<file path="config.mk">
export PLATFORM = sky130hd
export DESIGN_NAME = resp_merger
export DESIGN_NICKNAME = d
export VERILOG_FILES = /design/src/source/mem_cfg_pkg.sv /design/src/source/mem_if_pkg.sv /design/src/source/resp_merger.sv
export SDC_FILE = /design/constraint.sdc
export NUM_CORES = 1
export LEC_CHECK = 0
export ABC_CLOCK_PERIOD_IN_PS = 2200
export BUFFER_PORTS_ARGS = -buffer_cell sky130_fd_sc_hd__buf_2
export CAP_MARGIN = 15
export CORE_ASPECT_RATIO = 0.7
export CORE_UTILIZATION = 47
export CTS_CLUSTER_DIAMETER = 120
export DETAILED_ROUTE_END_ITERATION = 8
export PLACE_DENSITY = 0.76
export SETUP_SLACK_MARGIN = 0.02
export SLEW_MARGIN = 25
export SYNTH_ARGS = -nofsm -noshare
export SYNTH_HDL_FRONTEND = slang
export SYNTH_SLANG_ARGS = --single-unit
</file>
<file path="constraint.sdc">
create_clock -name ram_inf -period 2.2 [get_ports ram_inf]
set_input_delay 0.11 -clock ram_inf [delete_from_list [all_inputs] [get_ports ram_inf]]
set_output_delay 0.11 -clock ram_inf [all_outputs]
set_load 0.02 [all_outputs]
</file>
<file path="src/source/mem_cfg_pkg.sv">
// ------------------------------------------------------------
// banked memory sizing constants
// address, column and data widths shared by the RTL and the
// testbench, plus response buffer depth and bank read latency
// ------------------------------------------------------------
`default_nettype none

package mem_cfg_pkg;

    // ------------------------------------------------------------
    // host address and storage word geometry
    localparam int ADDR_W   = 12;                 // host word address width
    localparam int COL_W    = 9;                  // one byte column incl. its spare bit
    localparam int NUM_COLS = 4;                  // columns per storage word
    localparam int WORD_W   = COL_W * NUM_COLS;   // 36-bit storage word
    localparam int DATA_W   = 32;                 // payload carried to the host
    localparam int RESP_W   = DATA_W + 1;         // mark bit on top of the data

    // ------------------------------------------------------------
    // flow control and pipeline depth
    localparam int RESP_DEPTH = 4;                // response buffer entries and read credits
    localparam int READ_LAT   = 2;                // ram register plus output register

endpackage

`default_nettype wire

</file>
<file path="src/source/mem_if_pkg.sv">
// ------------------------------------------------------------
// banked memory interface types
// request, bank request and response structs, plus the
// storage word union with its column and field views
// ------------------------------------------------------------
`default_nettype none

package mem_if_pkg;

    typedef enum logic {
        OP_READ  = 1'b0,
        OP_WRITE = 1'b1
    } mem_op_e;

    // ------------------------------------------------------------
    // one storage word, decoded either as columns or as fields
    typedef struct packed {
        logic [mem_cfg_pkg::WORD_W-mem_cfg_pkg::RESP_W-1:0] rsvd; // top bits, never returned
        logic                                               mark; // flag bit above the data
        logic [mem_cfg_pkg::DATA_W-1:0]                     data;
    } ram_fields_t;

    typedef union packed {
        logic [mem_cfg_pkg::NUM_COLS-1:0][mem_cfg_pkg::COL_W-1:0] cols; // write merge view
        ram_fields_t                                              fields; // read view
    } ram_word_u;

    // ------------------------------------------------------------
    // host request and response payloads
    typedef struct packed {
        mem_op_e                          op;
        logic [mem_cfg_pkg::ADDR_W-1:0]   addr;   // bank select sits in the low bits
        logic [mem_cfg_pkg::NUM_COLS-1:0] col_en; // one enable per 9-bit column
        ram_word_u                        wdata;
    } mem_req_t;

    typedef struct packed {
        logic                           valid;
        mem_op_e                        op;
        logic [mem_cfg_pkg::ADDR_W-1:0] laddr;  // local address, zero extended
        logic [mem_cfg_pkg::NUM_COLS-1:0] col_en;
        ram_word_u                      wdata;
    } bank_req_t;

    typedef struct packed {
        logic                           mark;
        logic [mem_cfg_pkg::DATA_W-1:0] data;
    } mem_resp_t;

endpackage

`default_nettype wire

</file>
<file path="src/source/resp_merger.sv">
// ------------------------------------------------------------
// response merger
// tracks which bank each read went to, collects bank results
// in issue order into a small FIFO and returns read credits
// ------------------------------------------------------------
`default_nettype none

module resp_merger #(
    parameter int NUM_BANKS  = 4,
    parameter int RESP_DEPTH = 4
) (
    input  wire logic                                   ram_inf,
    input  wire logic                                   rst_n,
    input  wire logic                                   rd_issue,
    input  wire logic [$clog2(NUM_BANKS)-1:0]           rd_issue_bank,
    input  wire mem_if_pkg::mem_resp_t [NUM_BANKS-1:0]  rd_data,
    input  wire logic [NUM_BANKS-1:0]                   rd_valid,
    output mem_if_pkg::mem_resp_t                       resp,
    output logic                                        resp_valid,
    input  wire logic                                   resp_ready,
    output logic                                        credit_free
);

    import mem_cfg_pkg::*;
    import mem_if_pkg::*;

    localparam int SEL_W = $clog2(NUM_BANKS);
    localparam int PTR_W = $clog2(RESP_DEPTH);

    logic [READ_LAT-1:0]            iss_vld_q;   // a read is due from the bank below
    logic [READ_LAT-1:0][SEL_W-1:0] iss_bank_q;  // bank index travelling with each read
    logic [SEL_W-1:0]               sel_bank;
    logic                           push;
    logic                           pop;
    mem_resp_t                      fifo_mem [RESP_DEPTH];
    logic [PTR_W-1:0]               wr_ptr;
    logic [PTR_W-1:0]               rd_ptr;
    logic [PTR_W:0]                 fill;        // entries held, 0 to RESP_DEPTH

    // ------------------------------------------------------------
    // issue tracking
    // one read per cycle at most, so only the tracked bank can be valid now
    always_ff @(posedge ram_inf) begin
        if (!rst_n) begin
            iss_vld_q <= '0;
        end else begin
            iss_vld_q <= {iss_vld_q[READ_LAT-2:0], rd_issue};
        end
    end

    always_ff @(posedge ram_inf) begin
        iss_bank_q <= {iss_bank_q[READ_LAT-2:0], rd_issue_bank};
    end

    assign sel_bank = iss_bank_q[READ_LAT-1];
    assign push     = iss_vld_q[READ_LAT-1] && rd_valid[sel_bank];

    // ------------------------------------------------------------
    // response FIFO
    // credits bound the reads in flight, so a push never finds it full
    always_ff @(posedge ram_inf) begin
        if (push) begin
            fifo_mem[wr_ptr] <= rd_data[sel_bank];
        end
    end

    always_ff @(posedge ram_inf) begin
        if (!rst_n) begin
            wr_ptr <= '0;
            rd_ptr <= '0;
            fill   <= '0;
        end else begin
            if (push) begin
                wr_ptr <= (wr_ptr == PTR_W'(RESP_DEPTH - 1)) ? '0 : wr_ptr + PTR_W'(1);
            end
            if (pop) begin
                rd_ptr <= (rd_ptr == PTR_W'(RESP_DEPTH - 1)) ? '0 : rd_ptr + PTR_W'(1);
            end
            case ({push, pop})
                2'b10:   fill <= fill + (PTR_W+1)'(1);
                2'b01:   fill <= fill - (PTR_W+1)'(1);
                default: fill <= fill;             // both at once leaves the count alone
            endcase
        end
    end

    assign resp        = fifo_mem[rd_ptr];         // head of the queue
    assign resp_valid  = (fill != '0);
    assign pop         = resp_valid && resp_ready;
    assign credit_free = pop;                      // slot is free again once the host takes it

endmodule

`default_nettype wire

</file>
=== Yosys cells after proc, flatten, opt, wreduce, memory -nomap -nowiden ===
Memory sizes are Yosys's and may differ from the RTL's. A register that Yosys moved wholly into a read port is not among the register bits.
Cells that the tools add are included.

* Muxes and demuxes: 11
* Equal/unequal tests: 4
* Order comparisons: 1
* Reductions and logical operators: 4
* Add/subtract/negate cells: 4

{| class="wikitable"
|+ Operators by type and width
! cell !! count
|-
| $bmux W33 S2 || 1
|-
| $mux W33 || 1
|-
| $mux W2 || 4
|-
| $eq A2 B2 Y1 const B || 3
|-
| $pmux W3 S2 || 1
|-
| $add A2 B1 Y2 const B || 2
|-
| $add A3 B1 Y3 const B || 1
|-
| $lt A2 B3 Y1 const B || 1
|-
| $mux W1 || 3
|-
| $reduce_bool A3 Y1 || 1
|-
| $sub A3 B1 Y3 const B || 1
|-
| $bmux W1 S2 || 1
|-
| $eq A2 B1 Y1 const B || 1
|-
| $logic_and A1 B1 Y1 || 2
|-
| $reduce_bool A2 Y1 || 1
|}

* Bits in registers: 13
* Input bits: 142
* Word-level logic and storage cells: 31
* Memories: 1
* Memory bits (writable): 132
* Output and inout port bits: 35

{| class="wikitable"
|+ Memories
! name !! words !! bits a word !! read ports !! clocked after Yosys merged registers in !! wr ports !! line !! text
|-
| fifo_mem || 4 || 33 || 1 || 1 || 1 || resp_merger.sv:35 || <nowiki>mem_resp_t fifo_mem [RESP_DEPTH];</nowiki>
|}

=== Depth between registers and ports, before layout ===
Gate-level depths: netlist (run 1).

* Word-level depth: 5
* Mapped depth: 10
* Gate-level depth less buffers: 9

=== Worst setup path before layout (run 1) ===
OpenSTA, ideal clock, no wires.

* Path type: reg2reg
* Start point: register iss_bank_q, in the netlist sel_bank[1]
* End point: register fill[2]
* Cell stages (with the launch flop): 11
* Buffers on the path: 1
* Arrival time: 1979 ps
* Required time: 2124 ps
* Period minus slack after synthesis: 2055 ps
* Setup slack: 145 ps
* Cells stage by stage: dfxtp_1 -> buf_4 -> mux2i_1 -> o22ai_2 -> inv_2 -> ha_1 -> inv_1 -> fa_1 -> xor2_1 -> or3_1 -> a21boi_0

* Longest elaborated chain between the ends: 5
* Elaborated cells on any way between the ends: 7
* Those cells by class: eq/ne (2); mux (3); reduce/logical (2)

{| class="wikitable"
|+ RTL lines
! item !! line !! text
|-
| start, declared || resp_merger.sv:31 || <nowiki>logic [READ_LAT-1:0][SEL_W-1:0] iss_bank_q;</nowiki>
|-
| start signal, assigned || resp_merger.sv:52 || <nowiki>iss_bank_q <= {iss_bank_q[READ_LAT-2:0], rd_issue_bank};</nowiki>
|-
| $bmux W1 S2 * || resp_merger.sv:56 || <nowiki>assign push = iss_vld_q[READ_LAT-1] && rd_valid[sel_bank];</nowiki>
|-
| $mux W1 (not written as such) * || resp_merger.sv:56 ||
|-
| $logic_and A1 B1 Y1 * || resp_merger.sv:56 ||
|-
| $eq A2 B1 Y1 or $eq A2 B2 Y1 (tied branches) || resp_merger.sv:79 || <nowiki>case ({push, pop})</nowiki>
|-
| $pmux W3 S2 or $reduce_bool A2 Y1 (tied branches) || n/a ||
|-
| end signal, assigned || resp_merger.sv:80 || <nowiki>2'b10: fill <= fill + (PTR_W+1)'(1);</nowiki>
|-
| end signal, assigned || resp_merger.sv:81 || <nowiki>2'b01: fill <= fill - (PTR_W+1)'(1);</nowiki>
|-
| end signal, assigned || resp_merger.sv:82 || <nowiki>default: fill <= fill;</nowiki>
|-
| end, declared || resp_merger.sv:38 || <nowiki>logic [PTR_W:0] fill;</nowiki>
|}

Every way passes the cells marked *; elsewhere a longest branch is shown, timed or not. The select of a mux whose other input is x is not followed.
A chain may end at the register's enable or synchronous reset.

=== Final worst setup path (run 1) ===
Same ends and word-level chain as after synthesis.

==> results of run 1 <==
-- registers in the layout, summed over array words and instances (netlist names), named ones only --
signal / flops
sel_bank: 2
fifo_mem: 132
iss_bank_q: 2
iss_vld_q: 2
rd_ptr: 2
fill: 3
wr_ptr: 2
-- worst paths after layout --
kind | depth (start not counted) | startpoint | slack, ns | end
worst max register to register | 9 | sel_bank[1] | 0.11 | fill[2]
worst min-delay path | 3 | rst_n | 0.06 | wr_ptr[0]
worst min register to register | 0 | iss_bank_q[1] | 0.34 | sel_bank[1]
worst max-delay path | 9 | sel_bank[1] | 0.11 | fill[2]
-- layer usage --
metal,vias up,track usage
met5,-,0
met3,6,0.0564
met1,1774,0.231
met4,0,0.0560
li1,1572,-
met2,139,0.336
-- layout make-up --
| class | count | area, um^2 |
|---|---|---|
| Multi-Input combinational cell | 107 | 1850 |
| Clock buffer | 18 | 429 |
| Sequential cell | 147 | 4270 |
| Timing Repair Buffer | 191 | 1050 |
| Fill cell | 982 | 5080 |
| Tap cell | 166 | 208 |
| Clock inverter | 14 | 225 |
| Inverter | 7 | 26.3 |
-- cells by family after synthesis --
| logic type | count (synthesis) | share of synthesized area |
|---|---|---|
| AND/OR/NAND/NOR | 21 | 0.0176 |
| XOR/XNOR | 2 | 0.00278 |
| multiplexers | 71 | 0.246 |
| buffers and inverters | 24 | 0.0339 |
| AO/OA/AOI/OAI | 6 | 0.00932 |
| flip-flops | 147 | 0.676 |
| adder cells (fa/ha/maj) | 7 | 0.0151 |
-- report_power, final --
| part | internal [mW] | switching [mW] | leakage, nW |
|---|---|---|---|
| logic | 0.444 | 0.410 | 1.34 |
| clock network | 2.03 | 1.12 | 0.315 |
| registers | 3.12 | 0.0464 | 1.31 |
-- critical path, stage by stage, from the launching register on --
cell	delay, ns
dfxtp_4	0.37
mux2i_1	0.24
o22ai_2	0.13
inv_2	0.10
ha_2	0.18
inv_1	0.05
fa_1	0.36
xor2_1	0.15
or3_1	0.30
a21boi_1	0.13
-- stage by stage --
step                hold WS, ns  utilization  instances  worst slack, ns
floorplan                 0.138            -        278            0.145
global placement          0.215        0.560        614            0.186
detailed placement        0.215        0.560        614           0.0695
CTS                      0.0333        0.612        649           0.0519
global route             0.0416        0.613        650           0.0127
finish                   0.0550        0.613        650            0.112
-- repair_timing --
| action | in CTS | in global routing |
|---|---|---|
| resized for setup | 0 | 5 |
| hold buffers | 3 | 0 |
| hold endpoints to repair | 3 | 0 |
| setup endpoints to repair | 0 | 3 |
| buffers inserted | 0 | 1 |
-- cells in the final DEF (no fill, tap or decap), types with 2 or more instances in the layout --
cell,count
bufinv_16,5
dfxtp_2,2
dlygate4sd3_1,3
or3_1,3
mux4_1,4
inv_6,4
o21ai_0,2
and2_2,4
nand2_1,7
dfxtp_1,11
mux2i_1,4
buf_4,8
edfxtp_1,132
clkbuf_16,17
ha_1,5
buf_12,4
buf_2,176
a21boi_1,2
clkinv_4,2
mux4_2,62
dfxtp_4,2
and2_1,4
inv_1,6
==> metrics.txt, run 1 <==
status=complete, no violations; yosys warns=0; Area Overhead vs Synth=27.7%; ys async rst share=0; endpoints failing setup=0; IO Pins=177; metal2 WL=6470 um; f_max=479 MHz; length of routed met3 wiring=693 um; setup TNS=0 ns; PD cells=891 mW/mm^2; TritonRoute pass-1 iters=4; vias post-DR=3491; Chip Width=141 um; number of global-route vias before repair=3724; Port Buffers=176; Max Slew Vio Count=0; CTS tree=done; H-tree levels=4; mapped cell area=0.00631 mm^2; Yosys top cell area share=0.628; synthesized net count=427; layout cell share with drive strength beyond 1=0.605; Detailed Route Iter0 Violations=144; Post-Route WL=12500 um; CP Capture Type=flop; VDD IR-drop max=0.610 mV; placed inst area=0.00736 mm^2; Setup CP Type=reg2reg; Max Cap Viol=0; Synth area leaders=edfxtp_1 63%, mux4_2 22%, dfxtp_1 4.8%; library cells used by synthesis=27; Seq/Total Area, Yosys=0.676; largest net degree at the start of global routing=34; vias per cell=5.37; worst min path class=in2reg; period utilization=0.949; residual DRC count=0; die height=99.0 um; CTS root buf=clkbuf_16; endpoints failing hold=0; Post-synth EDFFs=132; DP HPWL=8160 um; Fin Clk Skew=0.00668 ns; Clock Latency Late Sink=0.41 ns; effective utilization at floorplan=0.480; RePlAce Congestion=0.696; Slew Limit Headroom=0.556; clock-pin transition on the worst setup and hold timing paths=0.06 ns; ys flop type=edfxtp_1; per-cell routed wire length=19.2 um; Design Area, Final=0.00806 mm^2; CTS buffer count=17; Diodes inserted=0; Post-synth top cells=132 x edfxtp_1, 62 x mux4_2, 15 x dfxtp_1; Clock Sinks=147; first-pass GRT wire length=19100 um; slew of the pin with the lowest slew margin=0.665 ns; Post-DRT Antenna Nets=0; Worst Setup Start Kind=flop; CP arrival=2.43 ns; Overall Global Routing Usage=0.191; CP required=2.54 ns; crit-path max FO=3; #FFs+latches synth=147; top-count cell post-synth=edfxtp_1; Top Metal Used=met4; final total power=7.18 mW; area of the core=0.0131 mm^2; Post-layout nets=620; initial antenna violation count=0; leading area contributor after synthesis=edfxtp_1; synthesized instance count=278; Final min period=2.09 ns; full die area=0.0139 mm^2; gr ovfl total=0; site row count=35; Avg Cell Area, Syn=22.7 um^2; Metal-1 WL=5290 um; Leak Pwr=2.97 nW; RSZ-0062 raised after global routing=false; CTS Buffer Depth=2
Note: power is estimated with default switching activity, not from simulation.
==> inputs of run 2 (changes only) <==
--- a/config.mk
+++ b/config.mk
@@ -8,7 +8,7 @@
 export ABC_CLOCK_PERIOD_IN_PS = 2200
 export BUFFER_PORTS_ARGS = -buffer_cell sky130_fd_sc_hd__buf_2
 export CAP_MARGIN = 15
-export CORE_ASPECT_RATIO = 0.7
+export CORE_ASPECT_RATIO = 1.5
 export CORE_UTILIZATION = 47
 export CTS_CLUSTER_DIAMETER = 120
 export DETAILED_ROUTE_END_ITERATION = 8
==> run 2 against run 1 <==
Sequential cell count unchanged. Wire length down 3.8%. Cell count down 1.2%. Power down 6.4%. Non-clock buffer count down 1. Clock skew down 0.0023 ns. Register-to-register slack about the same. First-iteration DRC count down 9.7%. Hold slack worse by 0.013 ns. Sequential power about the same.
==> metrics.txt, run 2 (synthesis results as in run 1) <==
status=complete, no violations; number of global-route vias before repair=3710; Clock Sinks=147; H-tree levels=4; Setup CP Type=reg2reg; gr ovfl total=0; Port Buffers=176; vias per cell=5.40; crit-path max FO=4; clock power share=0.403; DP HPWL=8180 um; Clock Latency Late Sink=0.41 ns; layout cell share with drive strength beyond 1=0.611; CTS tree=done; CTS Buffer Depth=2; CP arrival=2.44 ns; first-pass GRT wire length=18600 um; die height=144 um; PD cells=849 mW/mm^2; sw frac=0.224; slowest CP cell=fa_1; most frequent cells in the layout=176 x buf_2, 132 x edfxtp_1, 62 x mux4_2; TritonRoute pass-1 iters=4; site row count=51; largest net degree at the start of global routing=34; Final min period=2.10 ns; Crit path depth=9; full die area=0.0139 mm^2; Diodes inserted=0; RePlAce Congestion=0.672; Hold Path Stages=2; VDD IR-drop max=0.514 mV; Worst Setup Start Kind=flop; Chip Width=96.6 um; CTS buffer count=17; worst min path class=in2reg; CP max stage delay=0.38 ns; endpoints failing hold=0; max reg flops=132; IO Pins=177; CP Cell Sequence=mux2i_2 > o22ai_2 > inv_2 > ha_2 > inv_1 > fa_1 > xor2_1 > or3_1 > a21boi_1; residual DRC count=0; period utilization=0.954; Logic pwr share=0.128; family with the most delay on the worst path=adder cells; Largest Register=fifo_mem; Post-Route WL=12000 um; Slew Limit Headroom=0.380; Detailed Route Iter0 Violations=130; setup TNS=0 ns; initial antenna violation count=0; Fill cells=991; CP Buf/Inv Count=2; CTS root buf=clkbuf_16; area of the core=0.0130 mm^2; CP required=2.54 ns; CP Capture Type=flop; fin cells=642; endpoints failing setup=0; sequential share of power=0.469; Post-layout nets=619; effective utilization at floorplan=0.485; most common cell after layout, fill and taps aside=buf_2; Leak Pwr=2.91 nW; sw power=1.51 mW; Max Cap Viol=0; Fin Clk Skew=0.00443 ns; f_max=477 MHz; RSZ-0062 raised after global routing=false; Post-Place Cells=606; Area Overhead vs Synth=25.5%; P_int=5.21 mW; Max Slew Vio Count=0; Post-DRT Antenna Nets=0; per-cell routed wire length=18.7 um; reg2reg path depth=9; clock-pin transition on the worst setup and hold timing paths=0.06 ns; Overall Global Routing Usage=0.183; vias post-DR=3465; largest registers=fifo_mem (132), fill (3); slew of the pin with the lowest slew margin=0.930 ns
-- run 2: through the flow --
| stage | hold WS (ns) | cell area (um^2) | setup slack, ns | power (mW) | utilization |
|---|---|---|---|---|---|
| 3_3_place_gp | 0.214 | 7300 | 0.190 | 4.05 | 0.561 |
| 6_report | 0.0421 | 7920 | 0.101 | 6.72 | 0.608 |
| 5_1_grt | 0.0396 | 7920 | 0.0398 | 6.97 | 0.608 |
| 3_5_place_dp | 0.214 | 7300 | 0.0426 | 4.08 | 0.561 |
| 4_1_cts | 0.0163 | 7900 | 0.0280 | 6.79 | 0.607 |
| 2_1_floorplan | 0.138 | 6310 | 0.145 | 3.82 | - |
-- run 2: repair_timing --
item / 4_1_cts / 5_1_grt
hold endpoints to repair: 3 / 0
gates resized for setup: 0 / 5
endpoints found under the setup margin: 0 / 1
setup buffers: 0 / 1
hold buffers: 3 / 0
-- run 2: final timing paths --
check | start | slack (ns) | endpoint
worst min register to register | iss_bank_q[1] | 0.33 | sel_bank[1]
worst max register to register | sel_bank[1] | 0.10 | fill[2]
worst max-delay path | sel_bank[1] | 0.10 | fill[2]
worst min-delay path | rst_n | 0.04 | fill[2]
-- run 2: routing by layer --
metal / vias to the layer above / routed length (um) / track usage
met5: - / 0 / 0
met4: 0 / 313 / 0.0943
li1: 1562 / - / -
met1: 1741 / 4540 / 0.208
met2: 137 / 6620 / 0.319
met3: 25 / 557 / 0.0457
-- run 2: worst register-to-register path: stages (launching register included) --
cell and delay [ns]:
dfxtp_4 0.37, mux2i_2 0.22, o22ai_2 0.10, inv_2 0.08, ha_2 0.19, inv_1 0.05
fa_1 0.38, xor2_1 0.17, or3_1 0.33, a21boi_1 0.14
-- run 2: power by group through the flow --
stage | clock, mW | sequential, mW | combinational, mW
4_1_cts | 2.76 | 3.15 | 0.873
5_1_grt | 2.88 | 3.16 | 0.935
2_1_floorplan | 0 | 3.20 | 0.625
3_3_place_gp | 0 | 3.21 | 0.840
3_5_place_dp | 0 | 3.21 | 0.866
6_report | 2.71 | 3.15 | 0.859
-- run 2: area by class of cell --
cell class	count	area, um^2	area share
sequential	147	4270	0.539
multi-input combinational	107	1850	0.233
timing repair buffer	190	1010	0.127
clock buffer	17	425	0.0537
tap	159	199	0.0251
clock inverter	15	143	0.0180
inverter	7	26.3	0.00332
